===== config.mk =====
export PLATFORM = sky130hd
export DESIGN_NAME = cpu_core
export DESIGN_NICKNAME = d
export VERILOG_FILES = /design/src/rtl/cpu_data_pkg.sv /design/src/rtl/cpu_isa_pkg.sv /design/src/rtl/cpu_bus_unit.sv /design/src/rtl/cpu_core.sv /design/src/rtl/cpu_decode.sv /design/src/rtl/cpu_execute.sv
export VERILOG_INCLUDE_DIRS = /design/src /design/src/rtl
export SDC_FILE = /design/constraint.sdc
export NUM_CORES = 1
export LEC_CHECK = 0
export BUFFER_PORTS_ARGS = -buffer_cell sky130_fd_sc_hd__clkbuf_2
export CAP_MARGIN = 20
export CORE_UTILIZATION = 35
export DETAILED_ROUTE_END_ITERATION = 12
export PLACE_DENSITY_LB_ADDON = 0.2
export SLEW_MARGIN = 0
export SYNTH_ARGS = -nofsm -noshare
export SYNTH_HDL_FRONTEND = slang
export SYNTH_SLANG_ARGS = --single-unit
export TNS_END_PERCENT = 50

===== constraint.sdc =====
create_clock -name clk -period 6.6 [get_ports clk]
set_clock_uncertainty 0.15 [all_clocks]
set_input_delay 0.33 -clock clk [delete_from_list [all_inputs] [get_ports clk]]
set_output_delay 0.33 -clock clk [all_outputs]
set_load 0.01 [all_outputs]

===== src/rtl/cpu_core_macros.svh =====
/*
  Constants shared by the CPU core and its testbench.
  Reset values for the program counter and stack pointer, plus the
  debug register select codes. Include wherever these are needed.
*/
`ifndef CPU_CORE_MACROS_SVH
`define CPU_CORE_MACROS_SVH

// reset state
`define CPU_RESET_PC 16'h8000
`define CPU_RESET_S  8'hFF

// debug register select codes
`define CPU_DBG_PCL 4'd0
`define CPU_DBG_PCH 4'd1
`define CPU_DBG_AC  4'd2
`define CPU_DBG_X   4'd3
`define CPU_DBG_Y   4'd4
`define CPU_DBG_P   4'd5
`define CPU_DBG_S   4'd6

// read back for any select code without a register behind it
`define CPU_DBG_DEFAULT 8'hBD

`endif


===== src/rtl/cpu_data_pkg.sv =====
/*
  Datapath types of the core: data bytes, bus addresses, the clock
  phase within a machine cycle and the debug register select.
*/
package cpu_data_pkg;

  // one data byte on any internal bus or register
  typedef logic [7:0] byte_t;

  // external address bus
  typedef logic [15:0] addr_t;

  // four phases per machine cycle, 0 is phase 1 update, 2 is phase 2
  typedef logic [1:0] phase_t;

  // debug register select
  typedef logic [3:0] dbg_sel_t;

endpackage


===== src/rtl/cpu_isa_pkg.sv =====
/*
  Instruction set view of the core: opcode encodings of the supported
  instructions and the timing generator states.
*/
package cpu_isa_pkg;

  // supported opcodes, standard 6502 encodings
  typedef enum logic [7:0] {
    op_brk     = 8'h00,
    op_ora_zp  = 8'h05,
    op_ora_imm = 8'h09,
    op_and_zp  = 8'h25,
    op_and_imm = 8'h29,
    op_eor_zp  = 8'h45,
    op_eor_imm = 8'h49,
    op_sty_zp  = 8'h84,
    op_sta_zp  = 8'h85,
    op_stx_zp  = 8'h86,
    op_txa     = 8'h8A,
    op_tya     = 8'h98,
    op_txs     = 8'h9A,
    op_ldy_imm = 8'hA0,
    op_ldx_imm = 8'hA2,
    op_ldy_zp  = 8'hA4,
    op_lda_zp  = 8'hA5,
    op_ldx_zp  = 8'hA6,
    op_tay     = 8'hA8,
    op_lda_imm = 8'hA9,
    op_tax     = 8'hAA,
    op_tsx     = 8'hBA,
    op_nop     = 8'hEA
  } opcode_e;

  // machine cycle within an instruction
  // t0 is a bare opcode fetch, t1 the first cycle after it
  typedef enum logic [2:0] {
    ts_t0 = 3'd0,
    ts_t1 = 3'd1,
    ts_t2 = 3'd2,
    ts_t3 = 3'd3,
    ts_t4 = 3'd4
  } tstate_e;

endpackage


===== src/rtl/cpu_bus_unit.sv =====
/*
  Bus side of the core: program counter, address bus registers, the
  input data latch with its predecode copy and the data output register.
*/
`timescale 1ns/1ns
`include "cpu_core_macros.svh"

module cpu_bus_unit (
  input  logic                clk,
  input  logic                rst,
  input  logic                ph1_en,
  input  logic                ph2_en,
  input  logic                load_prg_byte,
  input  logic                zp_addr_to_ab,
  input  cpu_data_pkg::byte_t din,
  input  cpu_data_pkg::byte_t db_out,
  output cpu_data_pkg::addr_t a,
  output cpu_data_pkg::byte_t dout,
  output cpu_data_pkg::byte_t dl,
  output cpu_data_pkg::byte_t pd,
  output cpu_data_pkg::byte_t pcl,
  output cpu_data_pkg::byte_t pch
);
  import cpu_data_pkg::*;

  addr_t q_pc;
  byte_t q_abh;
  byte_t q_abl;
  byte_t q_dor;
  byte_t adl;     // ADL bus
  byte_t adh;     // ADH bus
  logic  ab_load;

  assign pcl = q_pc[7:0];
  assign pch = q_pc[15:8];

  // zero page wins over pc on ADL, ADH stays 0 for zero page
  assign adl     = zp_addr_to_ab ? dl : (load_prg_byte ? pcl : 8'h00);
  assign adh     = load_prg_byte ? pch : 8'h00;
  assign ab_load = load_prg_byte | zp_addr_to_ab;

  // phase 1 registers
  always_ff @(posedge clk)
  begin
    if (rst)
    begin
      q_abh <= byte_t'(`CPU_RESET_PC >> 8);
      q_abl <= byte_t'(`CPU_RESET_PC);
      q_dor <= 8'h00;
    end
    else if (ph1_en)
    begin
      if (ab_load)
      begin
        q_abh <= adh;
        q_abl <= adl;
      end
      q_dor <= db_out;
    end
  end

  // phase 2 registers
  always_ff @(posedge clk)
  begin
    if (rst)
    begin
      q_pc <= `CPU_RESET_PC;
      dl   <= 8'h00;
      pd   <= 8'h00;
    end
    else if (ph2_en)
    begin
      if (load_prg_byte)
        q_pc <= q_pc + 16'h0001;
      dl <= din;
      pd <= din;  // opcode prefetch
    end
  end

  assign a    = {q_abh, q_abl};
  assign dout = q_dor;

endmodule


===== src/rtl/cpu_core.sv =====
/*
  Top level of the CPU core. Connects decode, execute and bus stages
  and provides read access to the registers by debug select code.
*/
`timescale 1ns/1ns
`include "cpu_core_macros.svh"

module cpu_core (
  input  logic                   clk,
  input  logic                   rst,
  input  logic                   ready,
  input  cpu_data_pkg::byte_t    din,
  input  cpu_data_pkg::dbg_sel_t dbgreg_sel,
  output cpu_data_pkg::addr_t    a,
  output cpu_data_pkg::byte_t    dout,
  output logic                   r_nw,
  output logic                   brk,
  output cpu_data_pkg::byte_t    dbgreg_out
);
  import cpu_data_pkg::*;

  logic  ph1_en, ph2_en;
  logic  load_prg_byte, zp_addr_to_ab, dl_and_ac_to_alu;
  logic  lda_last, ldx_last, ldy_last;
  logic  and_last, eor_last, ora_last;
  logic  ac_to_dor, x_to_dor, y_to_dor;
  logic  tax, tay, tsx, txa, txs, tya;
  byte_t db_out;
  byte_t dl;
  byte_t pd;
  byte_t pcl, pch;
  byte_t ac, x, y, s, p;  // debug view

  // stage ports share names with the nets above
  cpu_decode u_decode (
    .rdy_in(ready),
    .*
  );

  cpu_execute u_execute (.*);

  cpu_bus_unit u_bus (.*);

  always_comb
  begin
    case (dbgreg_sel)
      `CPU_DBG_PCL: dbgreg_out = pcl;
      `CPU_DBG_PCH: dbgreg_out = pch;
      `CPU_DBG_AC:  dbgreg_out = ac;
      `CPU_DBG_X:   dbgreg_out = x;
      `CPU_DBG_Y:   dbgreg_out = y;
      `CPU_DBG_P:   dbgreg_out = p;
      `CPU_DBG_S:   dbgreg_out = s;
      default:      dbgreg_out = `CPU_DBG_DEFAULT;
    endcase
  end

endmodule


===== src/rtl/cpu_decode.sv =====
/*
  Control stage of the core. Generates the four-phase machine cycle
  with the ready stall, steps the T-state timing generator, holds the
  instruction register and decodes state and opcode into strobes.
*/
`timescale 1ns/1ns

module cpu_decode (
  input  logic                clk,
  input  logic                rst,
  input  logic                rdy_in,
  input  cpu_data_pkg::byte_t pd,
  output logic                ph1_en,
  output logic                ph2_en,
  output logic                load_prg_byte,   // pc to address bus, increment pc
  output logic                lda_last,
  output logic                ldx_last,
  output logic                ldy_last,
  output logic                and_last,
  output logic                eor_last,
  output logic                ora_last,
  output logic                ac_to_dor,
  output logic                x_to_dor,
  output logic                y_to_dor,
  output logic                zp_addr_to_ab,   // zero page address from dl
  output logic                dl_and_ac_to_alu,
  output logic                tax,
  output logic                tay,
  output logic                tsx,
  output logic                txa,
  output logic                txs,
  output logic                tya,
  output logic                r_nw,
  output logic                brk
);
  import cpu_isa_pkg::*;
  import cpu_data_pkg::*;

  logic    q_ready;  // ready delayed one clk
  logic    rdy;      // internal ready
  phase_t  q_phase;
  tstate_e q_t;
  tstate_e d_t;
  opcode_e q_ir;

  ////////////////////////////////////////////////////////////////////////////
  // machine cycle phases

  // the extra clk of ready delay lets the outside address mux settle
  always_ff @(posedge clk)
  begin
    if (rst)
      q_ready <= 1'b1;
    else
      q_ready <= rdy_in;
  end

  assign rdy = rdy_in && q_ready;

  always_ff @(posedge clk)
  begin
    if (rst)
      q_phase <= 2'd1;
    else if (rdy)
      q_phase <= q_phase + 2'd1;
  end

  assign ph1_en = rdy && (q_phase == 2'd0);
  assign ph2_en = rdy && (q_phase == 2'd2);

  ////////////////////////////////////////////////////////////////////////////
  // timing generator and instruction register

  always_comb
  begin
    case (q_t)
      ts_t0:
        d_t = ts_t1;
      ts_t1:
        case (q_ir)
          op_brk, op_nop, op_tax, op_tay, op_tsx, op_txa, op_txs, op_tya:
            d_t = ts_t1;  // next opcode already prefetched
          op_lda_imm, op_ldx_imm, op_ldy_imm:
            d_t = ts_t0;
          default:
            d_t = ts_t2;
        endcase
      ts_t2:
        case (q_ir)
          op_and_imm, op_eor_imm, op_ora_imm:
            d_t = ts_t1;
          op_lda_zp, op_ldx_zp, op_ldy_zp, op_sta_zp, op_stx_zp, op_sty_zp:
            d_t = ts_t0;  // bus busy, no prefetch
          default:
            d_t = ts_t3;
        endcase
      ts_t3:
        if ((q_ir == op_and_zp) || (q_ir == op_eor_zp) || (q_ir == op_ora_zp))
          d_t = ts_t1;
        else
          d_t = ts_t4;
      default:
        d_t = ts_t0;  // unknown opcodes run out here
    endcase
  end

  always_ff @(posedge clk)
  begin
    if (rst)
    begin
      q_t  <= ts_t1;
      q_ir <= op_brk;
    end
    else if (ph1_en)
    begin
      q_t <= d_t;
      if (d_t == ts_t1)
        q_ir <= opcode_e'(pd);
    end
  end

  ////////////////////////////////////////////////////////////////////////////
  // decode rom

  always_comb
  begin
    load_prg_byte    = 1'b0;
    lda_last         = 1'b0;
    ldx_last         = 1'b0;
    ldy_last         = 1'b0;
    and_last         = 1'b0;
    eor_last         = 1'b0;
    ora_last         = 1'b0;
    ac_to_dor        = 1'b0;
    x_to_dor         = 1'b0;
    y_to_dor         = 1'b0;
    zp_addr_to_ab    = 1'b0;
    dl_and_ac_to_alu = 1'b0;
    tax              = 1'b0;
    tay              = 1'b0;
    tsx              = 1'b0;
    txa              = 1'b0;
    txs              = 1'b0;
    tya              = 1'b0;
    r_nw             = 1'b1;
    brk              = 1'b0;

    case (q_t)
      ts_t0:
        load_prg_byte = 1'b1;
      ts_t1:
        case (q_ir)
          op_and_imm, op_eor_imm, op_ora_imm:
          begin
            load_prg_byte    = 1'b1;
            dl_and_ac_to_alu = 1'b1;
          end
          op_and_zp, op_eor_zp, op_ora_zp, op_lda_zp, op_ldx_zp, op_ldy_zp:
            zp_addr_to_ab = 1'b1;
          op_sta_zp, op_stx_zp, op_sty_zp:
          begin
            zp_addr_to_ab = 1'b1;
            ac_to_dor     = (q_ir == op_sta_zp);
            x_to_dor      = (q_ir == op_stx_zp);
            y_to_dor      = (q_ir == op_sty_zp);
          end
          op_lda_imm, op_ldx_imm, op_ldy_imm:
          begin
            load_prg_byte = 1'b1;
            lda_last      = (q_ir == op_lda_imm);
            ldx_last      = (q_ir == op_ldx_imm);
            ldy_last      = (q_ir == op_ldy_imm);
          end
          op_brk:
          begin
            load_prg_byte = 1'b1;
            brk           = (q_phase == 2'd1) && rdy;  // single clk at cycle start
          end
          op_nop, op_tax, op_tay, op_tsx, op_txa, op_txs, op_tya:
          begin
            load_prg_byte = 1'b1;
            tax           = (q_ir == op_tax);
            tay           = (q_ir == op_tay);
            tsx           = (q_ir == op_tsx);
            txa           = (q_ir == op_txa);
            txs           = (q_ir == op_txs);
            tya           = (q_ir == op_tya);
          end
          default:
          begin
          end
        endcase
      ts_t2:
        case (q_ir)
          op_and_imm, op_eor_imm, op_ora_imm:
          begin
            load_prg_byte = 1'b1;
            and_last      = (q_ir == op_and_imm);
            eor_last      = (q_ir == op_eor_imm);
            ora_last      = (q_ir == op_ora_imm);
          end
          op_and_zp, op_eor_zp, op_ora_zp:
          begin
            load_prg_byte    = 1'b1;
            dl_and_ac_to_alu = 1'b1;
          end
          op_lda_zp, op_ldx_zp, op_ldy_zp:
          begin
            load_prg_byte = 1'b1;
            lda_last      = (q_ir == op_lda_zp);
            ldx_last      = (q_ir == op_ldx_zp);
            ldy_last      = (q_ir == op_ldy_zp);
          end
          op_sta_zp, op_stx_zp, op_sty_zp:
          begin
            load_prg_byte = 1'b1;
            r_nw          = 1'b0;  // dor goes out at the zp address
          end
          default:
          begin
          end
        endcase
      ts_t3:
        if ((q_ir == op_and_zp) || (q_ir == op_eor_zp) || (q_ir == op_ora_zp))
        begin
          load_prg_byte = 1'b1;
          and_last      = (q_ir == op_and_zp);
          eor_last      = (q_ir == op_eor_zp);
          ora_last      = (q_ir == op_ora_zp);
        end
      default:
      begin
      end
    endcase
  end

endmodule


===== src/rtl/cpu_execute.sv =====
/*
  Execute stage. Turns the decode strobes into bus drives, merges the
  SB and DB buses as the pass gates would, and updates the user
  registers, the N and Z flags and the logic ALU.
*/
`timescale 1ns/1ns
`include "cpu_core_macros.svh"

module cpu_execute (
  input  logic                clk,
  input  logic                rst,
  input  logic                ph1_en,
  input  logic                ph2_en,
  input  logic                lda_last,
  input  logic                ldx_last,
  input  logic                ldy_last,
  input  logic                and_last,
  input  logic                eor_last,
  input  logic                ora_last,
  input  logic                ac_to_dor,
  input  logic                x_to_dor,
  input  logic                y_to_dor,
  input  logic                dl_and_ac_to_alu,
  input  logic                tax,
  input  logic                tay,
  input  logic                tsx,
  input  logic                txa,
  input  logic                txs,
  input  logic                tya,
  input  cpu_data_pkg::byte_t dl,
  output cpu_data_pkg::byte_t db_out,
  output cpu_data_pkg::byte_t ac,
  output cpu_data_pkg::byte_t x,
  output cpu_data_pkg::byte_t y,
  output cpu_data_pkg::byte_t s,
  output cpu_data_pkg::byte_t p
);
  import cpu_data_pkg::*;

  byte_t q_ai;    // alu input a
  byte_t q_bi;    // alu input b
  byte_t q_add;   // alu hold
  byte_t d_add;
  logic  q_n;
  logic  q_z;
  byte_t db_in;
  byte_t sb_in;
  byte_t sb_out;
  logic  ld_last;
  logic  logic_last;
  logic  ac_db, dl_db;                    // db drivers
  logic  ac_sb, add_sb, x_sb, y_sb, s_sb; // sb drivers
  logic  sb_db;                           // sb/db pass gate
  logic  set_nz;

  // bus control
  assign ld_last    = lda_last | ldx_last | ldy_last;
  assign logic_last = and_last | eor_last | ora_last;
  assign ac_db      = ac_to_dor;
  assign dl_db      = ld_last | dl_and_ac_to_alu;
  assign ac_sb      = dl_and_ac_to_alu | tax | tay;
  assign add_sb     = logic_last;
  assign x_sb       = x_to_dor | txs | txa;
  assign y_sb       = y_to_dor | tya;
  assign s_sb       = tsx;
  assign sb_db      = ld_last | logic_last | x_to_dor | y_to_dor |
                      tax | tay | tsx | txa | tya;
  assign set_nz     = ld_last | logic_last | tax | tay | tsx | txa | tya;  // not txs

  assign db_in = ac_db ? ac : (dl_db ? dl : 8'h00);
  assign sb_in = ac_sb  ? ac    :
                 add_sb ? q_add :
                 x_sb   ? x     :
                 y_sb   ? y     :
                 s_sb   ? s     : 8'h00;

  // closed pass gate shorts both buses
  assign db_out = sb_db ? (db_in | sb_in) : db_in;
  assign sb_out = sb_db ? (sb_in | db_in) : sb_in;

  always_comb
  begin
    if (and_last)
      d_add = q_ai & q_bi;
    else if (eor_last)
      d_add = q_ai ^ q_bi;
    else if (ora_last)
      d_add = q_ai | q_bi;
    else
      d_add = q_add;
  end

  always_ff @(posedge clk)
  begin
    if (rst)
    begin
      ac   <= 8'h00;
      x    <= 8'h00;
      y    <= 8'h00;
      s    <= `CPU_RESET_S;
      q_n  <= 1'b0;
      q_z  <= 1'b0;
      q_ai <= 8'h00;
      q_bi <= 8'h00;
    end
    else if (ph1_en)
    begin
      if (lda_last | txa | tya | logic_last)
        ac <= sb_out;
      if (ldx_last | tax | tsx)
        x <= sb_out;
      if (ldy_last | tay)
        y <= sb_out;
      if (txs)
        s <= sb_out;
      if (set_nz)
      begin
        q_n <= db_out[7];
        q_z <= ~|db_out;
      end
      if (dl_and_ac_to_alu)
      begin
        q_ai <= sb_out;  // ac
        q_bi <= db_out;  // dl
      end
    end
  end

  always_ff @(posedge clk)
  begin
    if (rst)
      q_add <= 8'h00;
    else if (ph2_en)
      q_add <= d_add;
  end

  assign p = {q_n, 5'b00000, q_z, 1'b0};

endmodule


==> summary.txt <==
Worst setup path
  • Setup crit start: u_decode.q_ir[3]$_SDFFE_PP0P_
  • Crit-path cells: nor4bb_1, and4_1, a31o_2, a31oi_1, nor2_1, nor2_1, a211oi_1
  • CP endpoint kind: flop
  • CP arrival: 3.64 ns
  • Stages on the worst setup path: 7
  • FF-to-FF End: u_execute.x[3]$_SDFFE_PP0P_
  • CP delay by family, top: simple AND/OR/NAND/NOR gates
  • Worst setup endpoint: u_execute.x[3]$_SDFFE_PP0P_
  • Most frequent CP cell: nor2_1
  • Crit Path Max Fanout: 19
  • Setup crit start kind: flop
  • R2R cell count: 7
  • CP required: 6.78 ns
  • CP max stage delay: 0.80 ns
  • CP Buf/Inv Count: 0
  • Slowest CP cell: nor2_1
  • Critical path class: flop to flop
  • FF-to-FF setup slack: 3.15 ns
  • R2r startpoint: u_decode.q_ir[3]$_SDFFE_PP0P_

Floorplan
  • IO Pins: 49
  • Die Footprint: 19300 sq um
  • Initial Util: 36.1%
  • Die width: 139 microns
  • Die Ht: 139 microns
  • Core Footprint: 18100 sq um
  • Rows: 49

Final layout
  • Fill cell count: 1838
  • Final Net Count: 853
  • Layout cells sized above 1: 14.8%
  • Most common cell after layout, fill and taps aside: nor2_1
  • ANT cells: 0
  • Commonest cells after routing, fill and taps aside: 137 x nor2_1, 120 x dfxtp_1, 60 x nand2_1
  • Layout area overhead: 15.7%
  • Final core occ: 41.8%

Timing
  • Worst slew pin tran: 1.09 ns
  • Final worst path period share: 52.3%
  • Clock period minus worst slack: 3.45 ns
  • Max-slew violation count: 0
  • Setup violators final: 0
  • F_max: 289 MHz
  • Minimum hold slack: 0.0465 ns
  • Final Hold Viols: 0
  • RSZ-0062 raised after global routing: false
  • Worst setup margin: 3.15 ns
  • Sum of negative setup slack: 0 ns
  • Worst rel slew slack: 26.6%

CTS
  • Post-CTS sizing: 0
  • CTS tree: done
  • # H-tree levels: 4
  • Worst-Skew Late Latency: 0.43 ns
  • Clk root buf: clkbuf_16
  • Clock Path Buffers: 2
  • Post-CTS setup buffer count: 0
  • TritonCTS Sinks: 120
  • CTS buffer count: 17
  • Worst-path clk slew: 0.06 ns

Synthesis
  • Multiplexer share of the synthesized area: 4.43%
  • Post-synth cell types: 79
  • Post-synth top area share: 36.7%
  • YS warnings: 0
  • Largest family of logic cells by synthesized area: compound AO/OA/AOI/OAI gates
  • Sequential-to-total area share from yosys stat: 36.7%
  • Syn avg cell area: 8.33 sq um
  • Flops & latches, synth: 120
  • Synth Area in Adders: 3.82%
  • Post-synthesis xor/xnor area fraction: 2.14%
  • Post-synthesis cell count: 787
  • Synth Area in Compound Gates: 24.8%
  • Yosys top cell by area: dfxtp_1
  • Post-synthesis async set-or-reset flop share: 0%
  • Number of synthesized flops with an enable pin: 0
  • Synth Flop Type: dfxtp_1
  • Syn Nets: 822
  • Simple-gate share of the synthesized area: 22.7%
  • Top cells by area, synth: dfxtp_1 37%, nor2_1 7.9%, a211oi_1 5.5%, ha_1 3.8%, nand2_1 3.4%
  • Area of the mapped netlist: 6550 sq um

Global route
  • Total track usage: 21.2%
  • GRT Residual Overflow: 0
  • Vias in the first global route: 5565
  • Global-route wire length before repair: 31.9 mm
  • Largest net degree at the start of global routing: 96
  • Initial antenna violation count: 0

Route
  • DR vias: 5924
  • Initial DRC Count: 444
  • Vias/cell: 5.59
  • Final WL: 19.7 mm
  • Pre-antenna DRT Iters: 9
  • Drt wl/cell: 18.6 microns
  • DR top layer: met4
  • Final antenna-violating net count: 0
  • Drt drc: 5
  • Met3 WL: 1.05 mm
  • Metal2 WL: 8.52 mm
  • DRT met1 WL: 9.52 mm

Run
  • Max-cap violations: 0

Status
  • Failing checks: design-rule violations
  • Status: finished, violations left

Place
  • Worst slack, placed: 3.21 ns
  • Dpl hpwl: 13.8 mm
  • GPL Wtd Cong: 0.846
  • Buffers on Ports: 48

Power and ir drop
  • Overall power: 1.79 mW
  • Peak supply drop: 0.210 mV
  • Pleak: 2.67 nW
  • P per Cell Area: 236 nW/um^2

Hold path
  • Hold crit path type: primary input to flop
==> cell usage after synthesis, types with 7 or more instances <==
| master | count |
|---|---|
| a21oi_1 | 43 |
| nand2_1 | 60 |
| o21ai_0 | 21 |
| clkbuf_1 | 27 |
| nand3_1 | 16 |
| nor4_1 | 12 |
| xnor2_1 | 14 |
| buf_2 | 14 |
| a2111oi_0 | 8 |
| a211oi_1 | 48 |
| a211o_1 | 8 |
| o211ai_1 | 9 |
| dfxtp_1 | 120 |
| ha_1 | 20 |
| inv_1 | 36 |
| a22o_1 | 15 |
| nor3_1 | 13 |
| nand2b_1 | 13 |
| nor2_1 | 138 |
| o21a_1 | 7 |
| mux2i_1 | 20 |
==> stage by stage <==
step / instance area, sq um / instances
5_1_grt: 7580 / 1059
3_5_place_dp: 6900 / 1020
2_1_floorplan: 6550 / 787
6_report: 7580 / 1059
3_3_place_gp: 6900 / 1020
4_1_cts: 7580 / 1059
==> cell type report <==
type / instances / area, sq um / area share [%]
clock buffer: 18 / 429 / 5.66
clock inverter: 13 / 173 / 2.28
inverter: 36 / 135 / 1.78
multi-input combinational: 582 / 3800 / 50.1
sequential: 120 / 2400 / 31.7
tap: 229 / 287 / 3.78
timing repair buffer: 61 / 360 / 4.75
==> sequential cells by signal (all words and copies together) (netlist names) <==
name              cells
u_bus.dl              8
u_bus.dout            8
u_bus.q_abh           8
u_bus.q_abl           8
u_bus.q_pc           16
u_decode.q_ir         8
u_decode.q_phase      2
u_decode.q_ready      1
u_decode.q_t          3
u_execute.ac          8
u_execute.q_add       8
u_execute.q_ai        8
u_execute.q_bi        8
u_execute.q_n         1
u_execute.q_z         1
u_execute.s           8
u_execute.x           8
u_execute.y           8
==> layer usage <==
metal / vias up / track usage (%)
li1: 2909 / -
met1: 2814 / 29.2
met2: 168 / 31.8
met3: 33 / 4.87
met4: 0 / 9.12
met5: - / 0
==> where the power goes <==
group	switching [mW]	internal [mW]	total (mW)
combinational	0.0583	0.0340	0.0923
sequential	0.00814	0.734	0.742
clock	0.358	0.595	0.953
==> repair_timing <==
item / 4_1_cts / 5_1_grt
hold endpoints to repair: 8 / 0
setup endpoints to repair: 0 / 0
hold buffers: 8 / 0
==> logic make-up after synthesis <==
family,count (synthesis)
mux,25
compound gates,213
buf+inv,85
simple gates,308
flops,120
xor+xnor,16
fa+ha+maj,20
==> worst min-delay path by stage <==
stage                                    startpoint                               to  slack (ns)  depth (start not counted)
finish                                        ready      u_decode.q_ready$_SDFF_PP1_        0.05                          2
global route                                  ready      u_decode.q_ready$_SDFF_PP1_        0.07                          2
CTS                                           ready      u_decode.q_ready$_SDFF_PP1_        0.03                          2
detailed placement      u_bus.q_abh[5]$_SDFFE_PP0P_      u_bus.q_abh[5]$_SDFFE_PP0P_        0.31                          1
global placement        u_bus.q_abh[1]$_SDFFE_PP0P_      u_bus.q_abh[1]$_SDFFE_PP0P_        0.31                          1
floorplan           u_execute.q_add[6]$_SDFFE_PP0P_  u_execute.q_add[6]$_SDFFE_PP0P_        0.29                          2
No activity file was read; power rests on OpenSTA's default activity.
